File: src/inputConditioner.sv
// sclk, csN and mosi are asynchronous; outputs lag the pins by two clk cycles and sclk must stay level for four or more.
`timescale 1ns/10ps

module inputConditioner (
    input  logic clk,
    input  logic rstN,
    input  logic sclk,
    input  logic csN,
    input  logic mosi,
    output logic csLow,
    output logic mosiSync,
    output logic sclkRise,
    output logic sclkFall
);

    // both stages carry {sclk, csN, mosi}.
    logic [2:0] pinMeta;
    logic [2:0] pinSync;
    logic       sclkPrev;

    always_ff @(posedge clk or negedge rstN) begin
        if (!rstN) begin
            pinMeta  <= 3'b010;                  // deselected, sclk low.
            pinSync  <= 3'b010;
            sclkPrev <= 1'b0;
        end else begin
            pinMeta  <= {sclk, csN, mosi};
            pinSync  <= pinMeta;
            sclkPrev <= pinSync[2];
        end
    end

    assign csLow    = !pinSync[1];
    assign mosiSync = pinSync[0];

    // pulses sit in the cycle where the synced sclk differs from its delayed copy.
    assign sclkRise = pinSync[2] && !sclkPrev;
    assign sclkFall = !pinSync[2] && sclkPrev;

    // sclk stays level for four or more clk cycles, so edge pulses sit at least four apart.
    sclkEdgesApart: assert property (
        @(posedge clk) disable iff (!rstN)
        (sclkRise || sclkFall) |-> !($past(sclkRise || sclkFall, 1)
                                     || $past(sclkRise || sclkFall, 2)
                                     || $past(sclkRise || sclkFall, 3))
    );

endmodule

File: config.mk
export PLATFORM = sky130hd
export DESIGN_NAME = inputConditioner
export DESIGN_NICKNAME = d
export VERILOG_FILES = /design/src/inputConditioner.sv
export SDC_FILE = /design/constraint.sdc
export NUM_CORES = 1
export LEC_CHECK = 0
export ABC_AREA = 1
export BUFFER_PORTS_ARGS = -buffer_cell sky130_fd_sc_hd__buf_4
export CORE_AREA = 2 2 39 41
export CTS_CLUSTER_SIZE = 12
export DETAILED_ROUTE_END_ITERATION = 8
export DIE_AREA = 0 0 41 43
export HOLD_SLACK_MARGIN = 0.15
export SYNTH_ARGS = -nofsm -noshare
export SYNTH_HDL_FRONTEND = slang
export SYNTH_SLANG_ARGS = --single-unit
File: constraint.sdc
create_clock -name clk -period 1.8 [get_ports clk]
set_input_delay 0.36 -clock clk [delete_from_list [all_inputs] [get_ports clk]]
set_output_delay 0.36 -clock clk [all_outputs]
set_load 0.03 [all_outputs]
==> impl_metrics.toml <==
[run_status]
status = "finished clean"

[placed_design]
place_area_um2 = 277
place.port_buffers = 8
dp_slack_ps = 764
gp_congestion = 0.540
dp_hpwl_um = 194
dp_cells = 36

[finish]
final_cell_area_um2 = 313
nFillCells = 142
final_nets = 31
post-route-util_pct = 22.6
area_growth_pct = 59.2
multi_input_area_um2 = 7.51
seqCellArea_um2 = 178
instances_no_fill = 41
drive_gt1_share_pct = 52.0
n_antenna_cell = 0

[power]
internal-power_uw = 265
power_switching_uw = 72.5
vdd_drop_max_mv = 0.452
comb_power_share_pct = 8.8
pwr-share-clk_pct = 40.8
p_leak_nw = 0.157
power.total_uw = 338
p_seq_share_pct = 50.3
power_density_nw_per_um2 = 1080
swShare_pct = 21.5

[setup_path]
endpoint_kind = "primary output"
worstPathRequired_ps = 1440
slowest_stage = "dfstp_2"
max_stage_delay_ps = 510
ff2ff_setup_slack_ps = 1240
crit_arrival_ps = 940
cp-start-kind = "flop"
r2r-start = "pinMeta[1]"
crit_buf_inv = 2
crit_family = "flip-flops"
crit_type = "flop to primary output"
r2r-end = "pinSync[1]"
cp_max_fo = 1
crit_path_cell_trace = "inv_1 > buf_4"
r2r_cells = 0

[sta]
maxSlewViolCount = 0
tns_ps = 0
skew_ps = 4.10
timing.fmax_ghz = 0.769
holdWs_ps = 220
rsz0062_at_grt = "no"
max_slew_margin_pct = 93.7
min_period_ps = 1300
finalHoldViolations = 0
setup_viol = 0
setup_ws_ps = 500
worstMarginPinSlew_ps = 93.8
finalCritPeriodShare_pct = 72.2

[drt]
drtPass1Iterations = 1
drtIter0Drc = 0
routed_wl_um = 280
drc_errors = 0
ant_nets = 0
vias = 121
avgRoutedWirePerCell_um = 6.83
vias_per_cell = 2.95

[logic_synthesis]
ys_seq_area_share_pct = 90.4
syn_nets = 17
ys_top_cells_by_count = "dfrtp_1, inv_1, dfstp_2, nor2_1"
yosys_warnings = 0
yosysTopAreaCellShare_pct = 63.7
synthTopCellsByArea = "dfrtp_1, dfstp_2, inv_1"
synthDistinctLibCells = 4
synthArstFlopShare_pct = 100
synth_ff_type = "dfrtp_1"
synth-edff-count = 0
synth_top_area_cell = "dfrtp_1"
synth.most_common_cell = "dfrtp_1"
syn_avg_cell_area_um2 = 16.4
syn_area_um2 = 196
synth_cells = 12
synth_seq_cells = 7

[clock_network]
tritoncts = "built"
root_buffer = "clkbuf_4"
cts_setup_buffers = 0
cts_sinks = 7
cts_made_buffers = 3
clock_path_buffers = 2
ctsHtreeMaxLevel = 1
clock_latency_ps = 250
clkTransAtPathRegs_ps = 50

[floorplanning]
floorplan.initialDensity_pct = 14.2
io_pins = 9
die-area_um2 = 1760
die_h_um = 43
placementRows = 14
dieWidth_um = 41
core_um2 = 1380

[job]
drv_cap = 0

[global_routing]
grt_pass1_vias = 121
grt_max_degree = 8
grt_usage_pct = 5.27
grt_remaining_overflow = 0
antenna_found_initial = 0
grt_pass1_wl_um = 476

[min_path]
hp-class = "primary input to flop"
min_to = "pinMeta[0]"
min_from = "mosi"
hold-path-cell-count = 1
-- power groups by stage --
stage	clock (mW)	sequential, mW	combinational [mW]
2_1_floorplan	0	0.174	0.00954
5_1_grt	0.159	0.171	0.0327
6_report	0.138	0.170	0.0299
3_5_place_dp	0	0.173	0.0285
3_3_place_gp	0	0.172	0.0282
4_1_cts	0.146	0.170	0.0303
-- placed cells by master (no fill, tap or decap) --
master / instances
dlygate4sd3_1: 1
clkbuf_1: 1
clkbuf_4: 3
nor2_1: 2
dfstp_2: 2
dfrtp_1: 5
buf_4: 8
inv_1: 3
-- area by class of cell --
type,instances,area share [%]
sequential,7,56.8
inverter,3,3.60
tap,16,6.40
multi-input combinational,2,2.40
clock buffer,4,8.40
timing repair buffer,9,22.4
-- cells by family after synthesis --
group | share of synthesized area, %
DFF | 90.4
buffers and inverters | 5.73
and+or+nand+nor | 3.82
-- repair_timing --
action,in CTS,in global routing
resized for setup,0,0
hold endpoints to repair,7,0
hold buffers,1,0
setup endpoints to repair,0,0
-- worst max-delay path by stage --
| stage | start | to | slack [ps] | cells past startpoint |
|---|---|---|---|---|
| 2_1_floorplan | pinSync[2] | sclkFall | 650 | 1 |
| 3_3_place_gp | pinSync[1] | csLow | 760 | 2 |
| 3_5_place_dp | pinSync[1] | csLow | 760 | 2 |
| 4_1_cts | pinSync[1] | csLow | 490 | 2 |
| 5_1_grt | pinSync[1] | csLow | 460 | 2 |
| 6_report | pinSync[1] | csLow | 500 | 2 |
-- layer usage --
metal | wire length [µm] | share of wire [%] | global-route usage [%] | up-vias
met2 | 94 | 34 | 5.00 | 11
met1 | 112 | 40 | 3.99 | 50
met5 | 0 | 0 | 0 | -
met4 | 8 | 2.9 | 6.00 | 0
li1 | - | - | - | 58
met3 | 64 | 23 | 7.85 | 2
-- registers in the layout, indices dropped and copies added (netlist names) --
signal	cells
pinMeta	3
sclkPrev	1
pinSync	3
Note: power is estimated with default switching activity, not from simulation.
