--- src/spiMemPkg.sv ---
// shared sizes and controller states for the SPI memory slave; mode 0 only, one byte per frame.
package spiMemPkg;

    localparam int addrBits = 7;                 // address bits sent ahead of the rw bit.
    localparam int dataBits = 8;                 // memory word and shift register width.
    localparam int memDepth = 1 << addrBits;     // 128 words.

    // the chains rely on declaration order, so each bit state is followed by the next one.
    typedef enum logic [4:0] {
        idle,
        addr6,
        addr5,
        addr4,
        addr3,
        addr2,
        addr1,
        addr0,
        rwBit,                                   // eighth bit, 1 means read.
        read7,
        read6,
        read5,
        read4,
        read3,
        read2,
        read1,
        read0,
        write7,
        write6,
        write5,
        write4,
        write3,
        write2,
        write1,
        write0,
        writeCommit,                             // one clk cycle for the memory write.
        done                                     // parked until csN rises.
    } fsmState;

endpackage

--- src/dataMemory.sv ---
// 128 x 8 array with no reset; reads follow the latched address combinationally, writes land on the clk edge.
`timescale 1ns/10ps

module dataMemory (
    input  logic                           clk,
    input  logic                           rstN,
    input  logic                           addrWe,
    input  logic                           memWe,
    input  logic [spiMemPkg::dataBits-1:0] dataIn,
    output logic [spiMemPkg::dataBits-1:0] readData
);

    logic [spiMemPkg::addrBits-1:0] addrReg;
    logic [spiMemPkg::dataBits-1:0] memArray [spiMemPkg::memDepth];

    always_ff @(posedge clk or negedge rstN) begin
        if (!rstN) begin
            addrReg <= '0;
        end else if (addrWe) begin
            addrReg <= dataIn[spiMemPkg::addrBits-1:0]; // low bits hold the address.
        end
    end

    always_ff @(posedge clk) begin
        if (memWe) begin
            memArray[addrReg] <= dataIn;
        end
    end

    assign readData = memArray[addrReg];

    // address latch and write are eight sclk edges apart within a frame.
    addrWriteApart: assert property (
        @(posedge clk) disable iff (!rstN)
        !(memWe && addrWe)
    );

endmodule

--- config.mk ---
export PLATFORM = sky130hd
export DESIGN_NAME = dataMemory
export DESIGN_NICKNAME = d
export VERILOG_FILES = /design/src/spiMemPkg.sv /design/src/dataMemory.sv
export SDC_FILE = /design/constraint.sdc
export NUM_CORES = 1
export LEC_CHECK = 0
export ABC_AREA = 1
export BUFFER_PORTS_ARGS = -buffer_cell sky130_fd_sc_hd__buf_2
export CORE_MARGIN = 5
export CORE_UTILIZATION = 45
export CTS_BUF_LIST = sky130_fd_sc_hd__clkbuf_8
export DETAILED_ROUTE_END_ITERATION = 8
export GPL_TIMING_DRIVEN = 1
export PLACE_DENSITY_LB_ADDON = 0.2
export REMOVE_ABC_BUFFERS = 1
export SLEW_MARGIN = 20
export SYNTH_ARGS = -nofsm -noshare
export SYNTH_HDL_FRONTEND = slang
export SYNTH_SLANG_ARGS = --single-unit
--- constraint.sdc ---
create_clock -name clk -period 2.25 [get_ports clk]
set_input_delay 0.45 -clock clk [delete_from_list [all_inputs] [get_ports clk]]
set_output_delay 0.45 -clock clk [all_outputs]
set_load 0.05 [all_outputs]
==> impl_summary.log <==
[metrics] unique cell type count in the Yosys netlist: 22
[metrics] Port-buffer cells: 19
[metrics] switch share: a little over a quarter
[metrics] total routed wirelength: roughly 120 mm
[metrics] source-to-sink clock delay at the later pin of the worst-skew pair: roughly 850 ps
[metrics] pin count of the biggest net entering global routing: 130
[metrics] via count: 31,200
[metrics] Worst Hold Class: input port to flip-flop
[metrics] remaining global-route overflow: 0
[metrics] remaining antenna violation count: 0
[metrics] shortest period the worst path allows: around 3700 ps
[metrics] Critical R2R Capture: memArray[44][0]
[metrics] clock tree from TritonCTS: built
[metrics] number of nets in the layout: 4,848
[metrics] Pwr per Cell Area: about 780 mW/mm²
[metrics] Layout Area Growth over Synthesis: 22.0%
[metrics] Final Instance Area: approximately 0.054 mm²
[metrics] Crit Path Class: flip-flop to primary output
[metrics] Int Power: 30,600 µW
[metrics] total count of max-transition violations in the final report: 0
[metrics] Fin. Hold Viols: 0
[metrics] post-synthesis async set-or-reset flop share: 0.679%
[metrics] crit-path max FO: 14
[metrics] DRC marker count from the first detailed-route iteration: a little over 3,000
[metrics] number of I/O pins: 20
[metrics] endpoints failing setup: 43
[metrics] violations in the final reports: setup timing
[metrics] Max Freq: 268 MHz
[metrics] Flop pwr share: approximately 50%
[metrics] Post-Route Skew: 40.7 ps
[metrics] DIE HEIGHT: 323 µm
[metrics] cell accounting for the most synthesized area: edfxtp_1
[metrics] number of cells traversed by the worst hold path: 1
[metrics] Tightest Pin Transition: 775 ps
[metrics] final worst-path setup slack: -1480 ps
[metrics] remaining design rule violation count: 0
[metrics] kind of end point of the critical path: primary output
[metrics] worst hold margin: ~67 ps
[metrics] sum of negative setup slack: -11,820 ps
[metrics] count of flip-flops with a built-in enable after synthesis: around 1,000
[metrics] library cell contributing the largest single delay on the critical path: dfrtp_4
[metrics] number of vias per cell after detailed routing: 4.99
[metrics] max-cap violations: 0
[metrics] CP Data Required Time: around 1800 ps
[metrics] critical path cell sequence: buf_12 > clkinv_16 > buf_12 > buf_16 > buf_12 > nand2_1 > nand2_1 > nand2_1 > nand2_1 > nand2_1 > nand2_2 > nand2_1 > nand2_1 > nor2_2 > nor2_4 > nor2_4 > nand2_2 > buf_12 > buf_12
[metrics] initial core utilization: a little under half
[metrics] Register-to-Register Setup Slack: -30 ps
[metrics] source of the worst register-to-register timing path: addrReg[1]
[metrics] net switching power figure: between 10,000 and 15,000 µW
[metrics] number of standard cells after synthesis: roughly 4,400
[metrics] Min-Delay Startpoint: dataIn[0]
[metrics] list of most frequent post-synthesis cells: 2,785 x nand2_1, 1,024 x edfxtp_1, 247 x nor2_1, 128 x buf_2, 71 x inv_1
[metrics] initial antenna violation count: 4
[metrics] combinational share of power: between 10% and 20%
[metrics] crit start category: flip-flop
[metrics] clock buffer count from CTS: approximately 170
[metrics] count of standard-cell rows: roughly 110
[metrics] Synth Area per Inst: between 9 and 10 µm²
[metrics] via count of the first global-routing pass: roughly 30,000
[metrics] number of synthesized register bits: roughly 1,000
[metrics] global-route usage over all layers: between 20% and 30%
[metrics] cell count after placement: between 5,000 and 6,000
[metrics] ratio of final minimum period to clock period: 166%
[metrics] result of the run: finished with violations
[metrics] netlist area before placement: ~0.044 mm²
[metrics] clock sink total: between 1,000 and 1,500
[metrics] share of layout cells above drive strength 1: between 10% and 20%
[metrics] clock root buffer master: clkbuf_8
[metrics] static leakage power: 0.0230 µW
[metrics] Synth Flop Type: edfxtp_1
[metrics] WP data arrival: around 3300 ps
[metrics] DPL Wire Length: approximately 74 mm
[metrics] core area: between 0.09 and 0.1 mm²
[metrics] # H-tree levels: 4
[metrics] Synth area leaders: edfxtp_1 70%, nand2_1 24%, nor2_1 2.1%
[metrics] crit-path most repeated cell: nand2_1
[metrics] sequential fraction of the synthesis area: a little over two thirds
[metrics] Max clock buf depth: 3
[metrics] floorplan die width: 323 µm
[metrics] delay of the slowest critical-path stage: roughly 440 ps
[metrics] depth of the worst register-to-register path: 10
[metrics] worst vdd ir: slightly above 0.0007 V
[metrics] clock-pin slew on the worst setup and hold paths: 60 ps
[metrics] synth warn: 0
[metrics] Detailed Routing Iterations Pass 1: 8
[metrics] setup repair after global routing missed its margin: true
[metrics] fraction of power consumed by the clock network: a little over a third
[metrics] Max-Slew Margin vs Limit: between 40% and 50%
[metrics] endpoint of the worst hold path: memArray[11][0]
[metrics] RD Place Congestion: a little under 0.9
[metrics] portion of synthesized cell area occupied by the leading cell type: between 60% and 70%
[metrics] area of the die: between 0.1 and 0.15 mm²
[metrics] Routed wire per std cell: around 20 µm
[metrics] post-route insts no fill: about 6,300
[metrics] Area after DPL: ~0.049 mm²
[metrics] most numerous cell in the Yosys netlist: nand2_1
[metrics] first-pass GRT wire length: 182 mm
[final cells by class]
| type | count | area (µm²) |
|---|---|---|
| antenna | 6 | 15.0 |
| clock buffer | 169 | 2330 |
| clock inverter | 134 | 648 |
| fill | 8408 | 43300 |
| inverter | 75 | 328 |
| multi-input combinational | 3095 | 12400 |
| sequential | 1031 | 30900 |
| tap | 1276 | 1600 |
| timing repair buffer | 463 | 5470 |
| timing repair inverter | 2 | 20.0 |
[flip-flops by register name (all words and copies together) (netlist names)]
name      flops
memArray   1024
addrReg       7
[logic make-up (layout without fill, tap and decap cells)]
logic type      Yosys count  in the layout  synth area share [%]
compound gates           20             20                 0.239
buf+inv                 292            843                  3.19
flops                  1031           1031                  70.2
other cells               0              6                     0
simple gates           3075           3075                  26.4
[worst max-delay path by stage]
stage / start / endpoint / cells past startpoint
finish: addrReg[0] / readData[0] / 19
floorplan: addrReg[0] / readData[6] / 10
global route: addrReg[0] / readData[2] / 18
detailed placement: addrReg[0] / readData[2] / 17
CTS: addrReg[0] / readData[0] / 18
global placement: addrReg[0] / readData[1] / 17
[critical path, delay by kind of cell (launching register included)]
kind,cells,cell delay [ps]
buffers and inverters,7,980
flip-flops,1,440
AND/OR/NAND/NOR,12,990
[layout by cell type, fill, tap and decap left out, types with 4 or more instances in the layout]
cell type         n
buf_6            43
clkinv_1         41
nor2_4           38
clkbuf_8        169
buf_4           281
nor2_2           55
a21oi_1           6
diode_2           6
nand3_1          26
buf_16           12
nand2_1        2710
buf_8             4
inv_6             8
nor2_1          157
edfxtp_1       1024
clkinv_2         14
dlygate4sd3_1     5
o21ai_0          11
nand2_2          61
or2_2             5
nand2_4          14
clkbuf_16        16
dfrtp_1           4
or2_0             4
inv_1           133
buf_12           96
inv_8             4
clkinvlp_4        6
[through the flow]
stage / utilization (%) / setup WS [ps] / power (µW)
6_report: 55.4 / -1480 / 41900
5_1_grt: 55.4 / -1600 / 43600
4_1_cts: 54.1 / -1530 / 41800
3_5_place_dp: 50.4 / -943 / 26900
3_3_place_gp: 50.4 / -959 / 26800
2_1_floorplan: - / -15340 / 24500
[routing by layer]
metal	wire length (µm)	vias up	GRT usage, %
met4	3030	0	7.00
met1	52400	14800	31.8
met5	0	-	0
met2	58500	1101	37.9
li1	-	15100	-
met3	9110	199	3.97
[power by group through the flow]
stage | clock network (µW) | registers, µW | logic [µW]
2_1_floorplan | 0 | 21900 | 2630
3_3_place_gp | 0 | 21600 | 5190
3_5_place_dp | 0 | 21600 | 5210
4_1_cts | 15000 | 21200 | 5540
5_1_grt | 16000 | 21200 | 6450
6_report | 14700 | 21200 | 5960
[what timing repair did]
action,in CTS,in global routing
hold endpoints to repair,28,0
pin swaps,14,52
hold buffers,5,0
cloned,8,17
setup endpoints to repair,318,440
gates resized for setup,89,206
setup buffers,14,13
No activity file was read; power rests on OpenSTA's default activity.
