`config.mk`:
```
export PLATFORM = sky130hd
export DESIGN_NAME = shiftRegister
export DESIGN_NICKNAME = d
export VERILOG_FILES = /design/src/spiMemPkg.sv /design/src/shiftRegister.sv
export SDC_FILE = /design/constraint.sdc
export NUM_CORES = 1
export LEC_CHECK = 0
export ABC_AREA = 0
export BUFFER_PORTS_ARGS = -buffer_cell sky130_fd_sc_hd__buf_2
export CORE_AREA = 2 2 39 41
export CTS_BUF_LIST = sky130_fd_sc_hd__clkbuf_2
export CTS_CLUSTER_DIAMETER = 40
export DETAILED_ROUTE_END_ITERATION = 12
export DIE_AREA = 0 0 41 43
export PLACE_DENSITY_LB_ADDON = 0.3
export SLEW_MARGIN = 40
export SYNTH_ARGS = -nofsm -noshare
export SYNTH_HDL_FRONTEND = slang
export SYNTH_SLANG_ARGS = --single-unit
export TNS_END_PERCENT = 30
```
`constraint.sdc`:
```
create_clock -name clk -period 1.3 [get_ports clk]
set_clock_uncertainty 0.2 [all_clocks]
set_input_delay 0.195 -clock clk [delete_from_list [all_inputs] [get_ports clk]]
set_output_delay 0.195 -clock clk [all_outputs]
set_load 0.01 [all_outputs]
```
`src/spiMemPkg.sv`:
```
// shared sizes and controller states for the SPI memory slave; mode 0 only, one byte per frame.
package spiMemPkg;

    localparam int addrBits = 7;                 // address bits sent ahead of the rw bit.
    localparam int dataBits = 8;                 // memory word and shift register width.
    localparam int memDepth = 1 << addrBits;     // 128 words.

    // the chains rely on declaration order, so each bit state is followed by the next one.
    typedef enum logic [4:0] {
        idle,
        addr6,
        addr5,
        addr4,
        addr3,
        addr2,
        addr1,
        addr0,
        rwBit,                                   // eighth bit, 1 means read.
        read7,
        read6,
        read5,
        read4,
        read3,
        read2,
        read1,
        read0,
        write7,
        write6,
        write5,
        write4,
        write3,
        write2,
        write1,
        write0,
        writeCommit,                             // one clk cycle for the memory write.
        done                                     // parked until csN rises.
    } fsmState;

endpackage

```
`src/shiftRegister.sv`:
```
// MSB-first serial register for mode 0; load beats a coinciding shift and serialOut moves only on sclk falls.
`timescale 1ns/10ps

module shiftRegister (
    input  logic                           clk,
    input  logic                           rstN,
    input  logic                           sclkRise,
    input  logic                           sclkFall,
    input  logic                           serialIn,
    input  logic                           load,
    input  logic [spiMemPkg::dataBits-1:0] parallelIn,
    output logic [spiMemPkg::dataBits-1:0] parallelOut,
    output logic                           serialOut
);

    // payload, shifts in MSB first and takes the memory word on a read.
    always_ff @(posedge clk) begin
        if (load) begin
            parallelOut <= parallelIn;
        end else if (sclkRise) begin
            parallelOut <= {parallelOut[spiMemPkg::dataBits-2:0], serialIn};
        end
    end

    // master samples on the rise, so the bit is launched half a period earlier.
    always_ff @(posedge clk or negedge rstN) begin
        if (!rstN) begin
            serialOut <= 1'b0;
        end else if (sclkFall) begin
            serialOut <= parallelOut[spiMemPkg::dataBits-1];
        end
    end

endmodule

```
==> results of run 1 <==
-- routing by layer --
metal	wire length, um	share of wire (%)
met5	0	0
met4	0	0
met3	103	14
met2	364	49
met1	273	37
-- metrics by stage --
stage | cells | hold WS (ns) | setup slack [ns] | instance area, sq um
finish | 64 | 0.0275 | 0.125 | 578
floorplan | 20 | -0.301 | 0.151 | 414
global placement | 59 | -0.231 | 0.0477 | 548
global route | 64 | 0.0126 | 0.0540 | 578
CTS | 64 | 0.0261 | 0.102 | 578
detailed placement | 59 | -0.222 | 0.0332 | 548
-- power breakdown --
part / switching (mW) / internal, mW / total (mW)
Clock: 0.0848 / 0.0819 / 0.167
Combinational: 0.0521 / 0.0810 / 0.133
Sequential: 0.0152 / 0.354 / 0.369
Total: 0.152 / 0.517 / 0.669
-- layout make-up --
type | instances | area, sq um
clock buffers | 4 | 20.0
fillers | 142 | 806
multi-input cells | 10 | 138
flip-flops and latches | 9 | 265
well taps | 16 | 20.0
repair buffers | 25 | 135
-- path summary, 6_finish.rpt --
path	from	to	slack [ns]	depth (start not counted)
max	parallelOut[4]	parallelOut[4]	0.13	1
min	sclkFall	serialOut	0.03	2
max reg2reg	parallelOut[4]	parallelOut[5]	0.18	1
min reg2reg	parallelOut[7]	serialOut	0.32	1
max in group asynchronous	rstN	serialOut	0.74	2
min in group asynchronous	rstN	serialOut	0.08	2
-- registers in the layout, summed over array words and instances (netlist names) --
register,cells
serialOut,1
parallelOut,8
-- Yosys cell counts --
| cell | n | area (sq um) |
|---|---|---|
| mux2_2 | 1 | 11.3 |
| or2_1 | 1 | 6.26 |
| dfrtp_1 | 1 | 25.0 |
| edfxtp_1 | 8 | 240 |
| buf_6 | 1 | 11.3 |
| mux2_4 | 8 | 120 |
-- cells by family after synthesis --
| logic type | Yosys count |
|---|---|
| muxes | 9 |
| DFF | 9 |
| and+or+nand+nor | 1 |
| buffers and inverters | 1 |
-- what timing repair did --
action	in CTS	in global routing
endpoints found under the hold margin	1	0
resized for setup	0	0
hold buffers	1	0
==> metrics.txt, run 1 <==
CTS Buf Count=3; Post-Synth Adder-Cell Area=0%; Buf/Inv on CP=1; mapped cell area=414 sq um; worst-skew pair later-pin latency=0.23 ns; DR vias=269; post-layout util=41.8%; clk root buf=clkbuf_2; Final Setup Violations=0; drc violations=0; Post-CTS Setup Inserts=0; Setup TNS Final=0 ns; Via density=4.20; initial antenna violation count=0; Max rail drop VDD=0.354 mV; mux cell area share after synthesis=31.7%; post-synthesis sequential area ratio=64.0%; Layout Nets=63; P per Cell Area=1160 mW/mm^2; H-tree depth=1; Worst slew margin=82.7%; Final Cycle Share=90.4%; crit path kind=reg2out; Synth Area in Compound Gates=0%; Worst Tran Pin Value=0.259 ns; fin crit period=1.17 ns; M3 GR Usage=5.24%; max cap viols=0; GR peak layer=met2; Power Total=0.669 mW; Rows=14; Wirelength per Cell=11.6 um; Worst-path clk slew=0.09 ns; Die Height=43 um; die area=0.00176 sq mm; maximum number of pins on one net before global-route repair=10; WL final=741 um; arrival time worst endpoint=0.78 ns; IO Port Bufs=22; #FFs+latches synth=9; gr ovfl total=0; worst endpoint required time=0.90 ns; total track usage=10.1%; CP Cell Sequence=buf_2; clock sink count=9; CTS tree=yes; Synth Area in XOR/XNOR=0%; DRT Pass-1 Iters=3; main combinational cell family by area after synthesis=multiplexers; Final Slew Violations=0; Max clock buf depth=2; Hold Fails Final Rpt=0; vias in the first global route=289; syn nets=34; CP max stage delay=0.40 ns; Antenna Diode Count=0; placer's final routability congestion estimate=0.598; RSZ-0062 raised after global routing=false; area growth from synthesis to layout=39.6%; CP endpoint kind=primary output; share of cells above drive strength 1=77.1%; critical path's top delay family=flip-flops; startpoint types=flip-flop; initial cell density of the core=29.9%; commonest non-fill, non-tap cells in the layout=buf_2, mux2_4, edfxtp_1; post-synthesis simple-gate area fraction=1.51%; GR Util met2=16.3%; global-route wire length before repair=1.14 mm; post-route ant nets=0; number of I/O pins=23; crit-path max FO=2; Core Region=0.00138 sq mm; Syn Area/Cell=20.7 sq um; static leakage=0.281 nW; maximum clock rate=851 MHz; chip width=41 um; HP Class=in2reg; Synth warnings=0; CP max stage cell=edfxtp_1; Gate Count Post-Synth=20; Synth cell types=6; DRT iter0 DRCs=3; status=finished clean; most common cell after layout, fill and taps aside=buf_2; met1 usage=9.46%
(Power assumes the default switching activity.)
==> inputs of run 2 (changes only) <==
--- a/config.mk
+++ b/config.mk
@@ -6,12 +6,12 @@
 export NUM_CORES = 1
 export LEC_CHECK = 0
 export ABC_AREA = 0
-export BUFFER_PORTS_ARGS = -buffer_cell sky130_fd_sc_hd__buf_2
 export CORE_AREA = 2 2 39 41
 export CTS_BUF_LIST = sky130_fd_sc_hd__clkbuf_2
 export CTS_CLUSTER_DIAMETER = 40
 export DETAILED_ROUTE_END_ITERATION = 12
 export DIE_AREA = 0 0 41 43
+export DONT_BUFFER_PORTS = 1
 export PLACE_DENSITY_LB_ADDON = 0.3
 export SLEW_MARGIN = 40
 export SYNTH_ARGS = -nofsm -noshare
==> run 2 against run 1 <==
The run now ends with negative hold slack left. Die area did not move. Power up 2.0%. Final area increased by 6.5%. First-iteration DRC count is 67% lower. Critical path depth increased by 1. Flip-flop and latch count unchanged. Sequential share of layout area is 2.8 points lower. Routed wire length down 0.67%. Combinational power is essentially flat. Utilization grew 2.7 points. Largest cell class unchanged.
==> metrics.txt, run 2 (synthesis results as in run 1) <==
vias in the first global route=320; initial cell density of the core=29.9%; CP Cell Sequence=dlygate4sd3_1 > mux2_4; PostCTS Resize Cnt=0; crit-path max FO=1; Comb pwr share=19.0%; post-route ant nets=0; initial antenna violation count=0; startpoint types=primary input; largest reg by FF count=parallelOut; H-tree depth=1; static leakage=0.265 nW; Int Power=0.529 mW; Layout Nets=57; Max clock buf depth=2; Hold Fails Final Rpt=8; Clk network pwr share=25.9%; RR Startpoint=parallelOut[5]; RSZ-0062 raised after global routing=false; Antenna Diode Count=0; Via density=4.52; chip width=41 um; Rows=14; DRT Pass-1 Iters=2; worst endpoint required time=1.09 ns; fin crit period=1.20 ns; clk root buf=clkbuf_2; Final Setup Violations=0; global-route wire length before repair=1.16 mm; area of placed instances=475 sq um; total track usage=10.0%; Largest regs=parallelOut x8, serialOut x1; CP max stage cell=dlygate4sd3_1; status=complete, but fails checks; clock sink count=9; CP max stage delay=0.54 ns; placer's final routability congestion estimate=0.552; Worst path depth=2; Setup TNS Final=0 ns; max cap viols=0; hold_buf cts=12; WL final=736 um; critical path's top delay family=buffers and inverters; M3 GR Usage=5.24%; DRT iter0 DRCs=1; Core Region=0.00138 sq mm; CTS tree=yes; share of cells above drive strength 1=47.6%; Die Height=43 um; commonest non-fill, non-tap cells in the layout=dlygate4sd3_1, mux2_4, edfxtp_1; die area=0.00176 sq mm; area growth from synthesis to layout=48.6%; maximum number of pins on one net before global-route repair=10; Worst-path clk slew=0.09 ns; max FFs per register=8; critical path endpoint=parallelOut[6]; final instance area=616 sq um; Post-CTS Setup Inserts=0; Net Sw Power=0.154 mW; Max rail drop VDD=0.509 mV; CP endpoint kind=flip-flop; Worst slew margin=77.4%; GR Util met2=16.3%; Final Slew Violations=0; most common cell after layout, fill and taps aside=dlygate4sd3_1; gr ovfl total=0; arrival time worst endpoint=1.00 ns; number of I/O pins=23; final hold slack=-0.0184 ns; Worst Tran Pin Value=0.339 ns; maximum clock rate=832 MHz; HP Class=in2reg; GR peak layer=met2; P per Cell Area=1110 mW/mm^2; met1 usage=10.3%; failing checks=negative hold slack; Buf/Inv on CP=1; worst reg2reg setup slack=0.17 ns; DR vias=262; Seq pwr share=55.0%; CP Launch Point=parallelIn[6]; IO Port Bufs=0; Hold Crit Depth=1; drc violations=0; FF-to-FF End=parallelOut[6]; CTS Buf Count=3; Final Cycle Share=92.4%; r2r worst-path depth=1; crit path kind=in2reg; Wirelength per Cell=12.7 um; worst-skew pair later-pin latency=0.23 ns; Sw Ratio=22.5%
==> run 2: changes by cell type in the layout (fill, tap and decap cells not counted), sizes merged <==
cell,previous run,this run
dlygate4sd3,1,12
buf,24,7
==> run 2: per-layer routing <==
layer | wire [um] | vias up
li1 | - | 119
met3 | 64 | 0
met1 | 304 | 126
met2 | 367 | 17
met4 | 0 | 0
met5 | 0 | -
==> run 2: worst min-delay path by stage <==
stage	from	end	slack [ns]
6_report	load	parallelOut[2]	-0.02
5_1_grt	load	parallelOut[0]	-0.05
4_1_cts	load	parallelOut[7]	-0.04
3_5_place_dp	rstN	serialOut	-0.30
3_3_place_gp	rstN	serialOut	-0.30
2_1_floorplan	rstN	serialOut	-0.30
==> run 2: power by group through the flow <==
stage	clock network, mW	logic (mW)	registers (mW)
final	0.177	0.130	0.376
after global routing	0.201	0.141	0.382
after CTS	0.191	0.132	0.377
after detailed placement	0	0.103	0.383
after global placement	0	0.101	0.382
after floorplan	0	0.0575	0.392
==> run 2: final cells by class <==
class	instances	area (sq um)
multi-input cells	10	138
fillers	129	768
repair buffers	19	173
well taps	16	20.0
flip-flops and latches	9	265
clock buffers	4	20.0
==> run 2: per-stage QoR <==
stage                     util, %  setup slack, ns  hold WS [ns]  total power [mW]  instances
after floorplan                 -            0.151        -0.301             0.450         20
after global placement       34.4            0.195        -0.301             0.483         42
after detailed placement     34.4            0.179        -0.301             0.486         42
after CTS                    44.5           0.0714       -0.0378             0.699         58
after global routing         44.5           0.0341       -0.0456             0.725         58
final                        44.5           0.0983       -0.0184             0.683         58
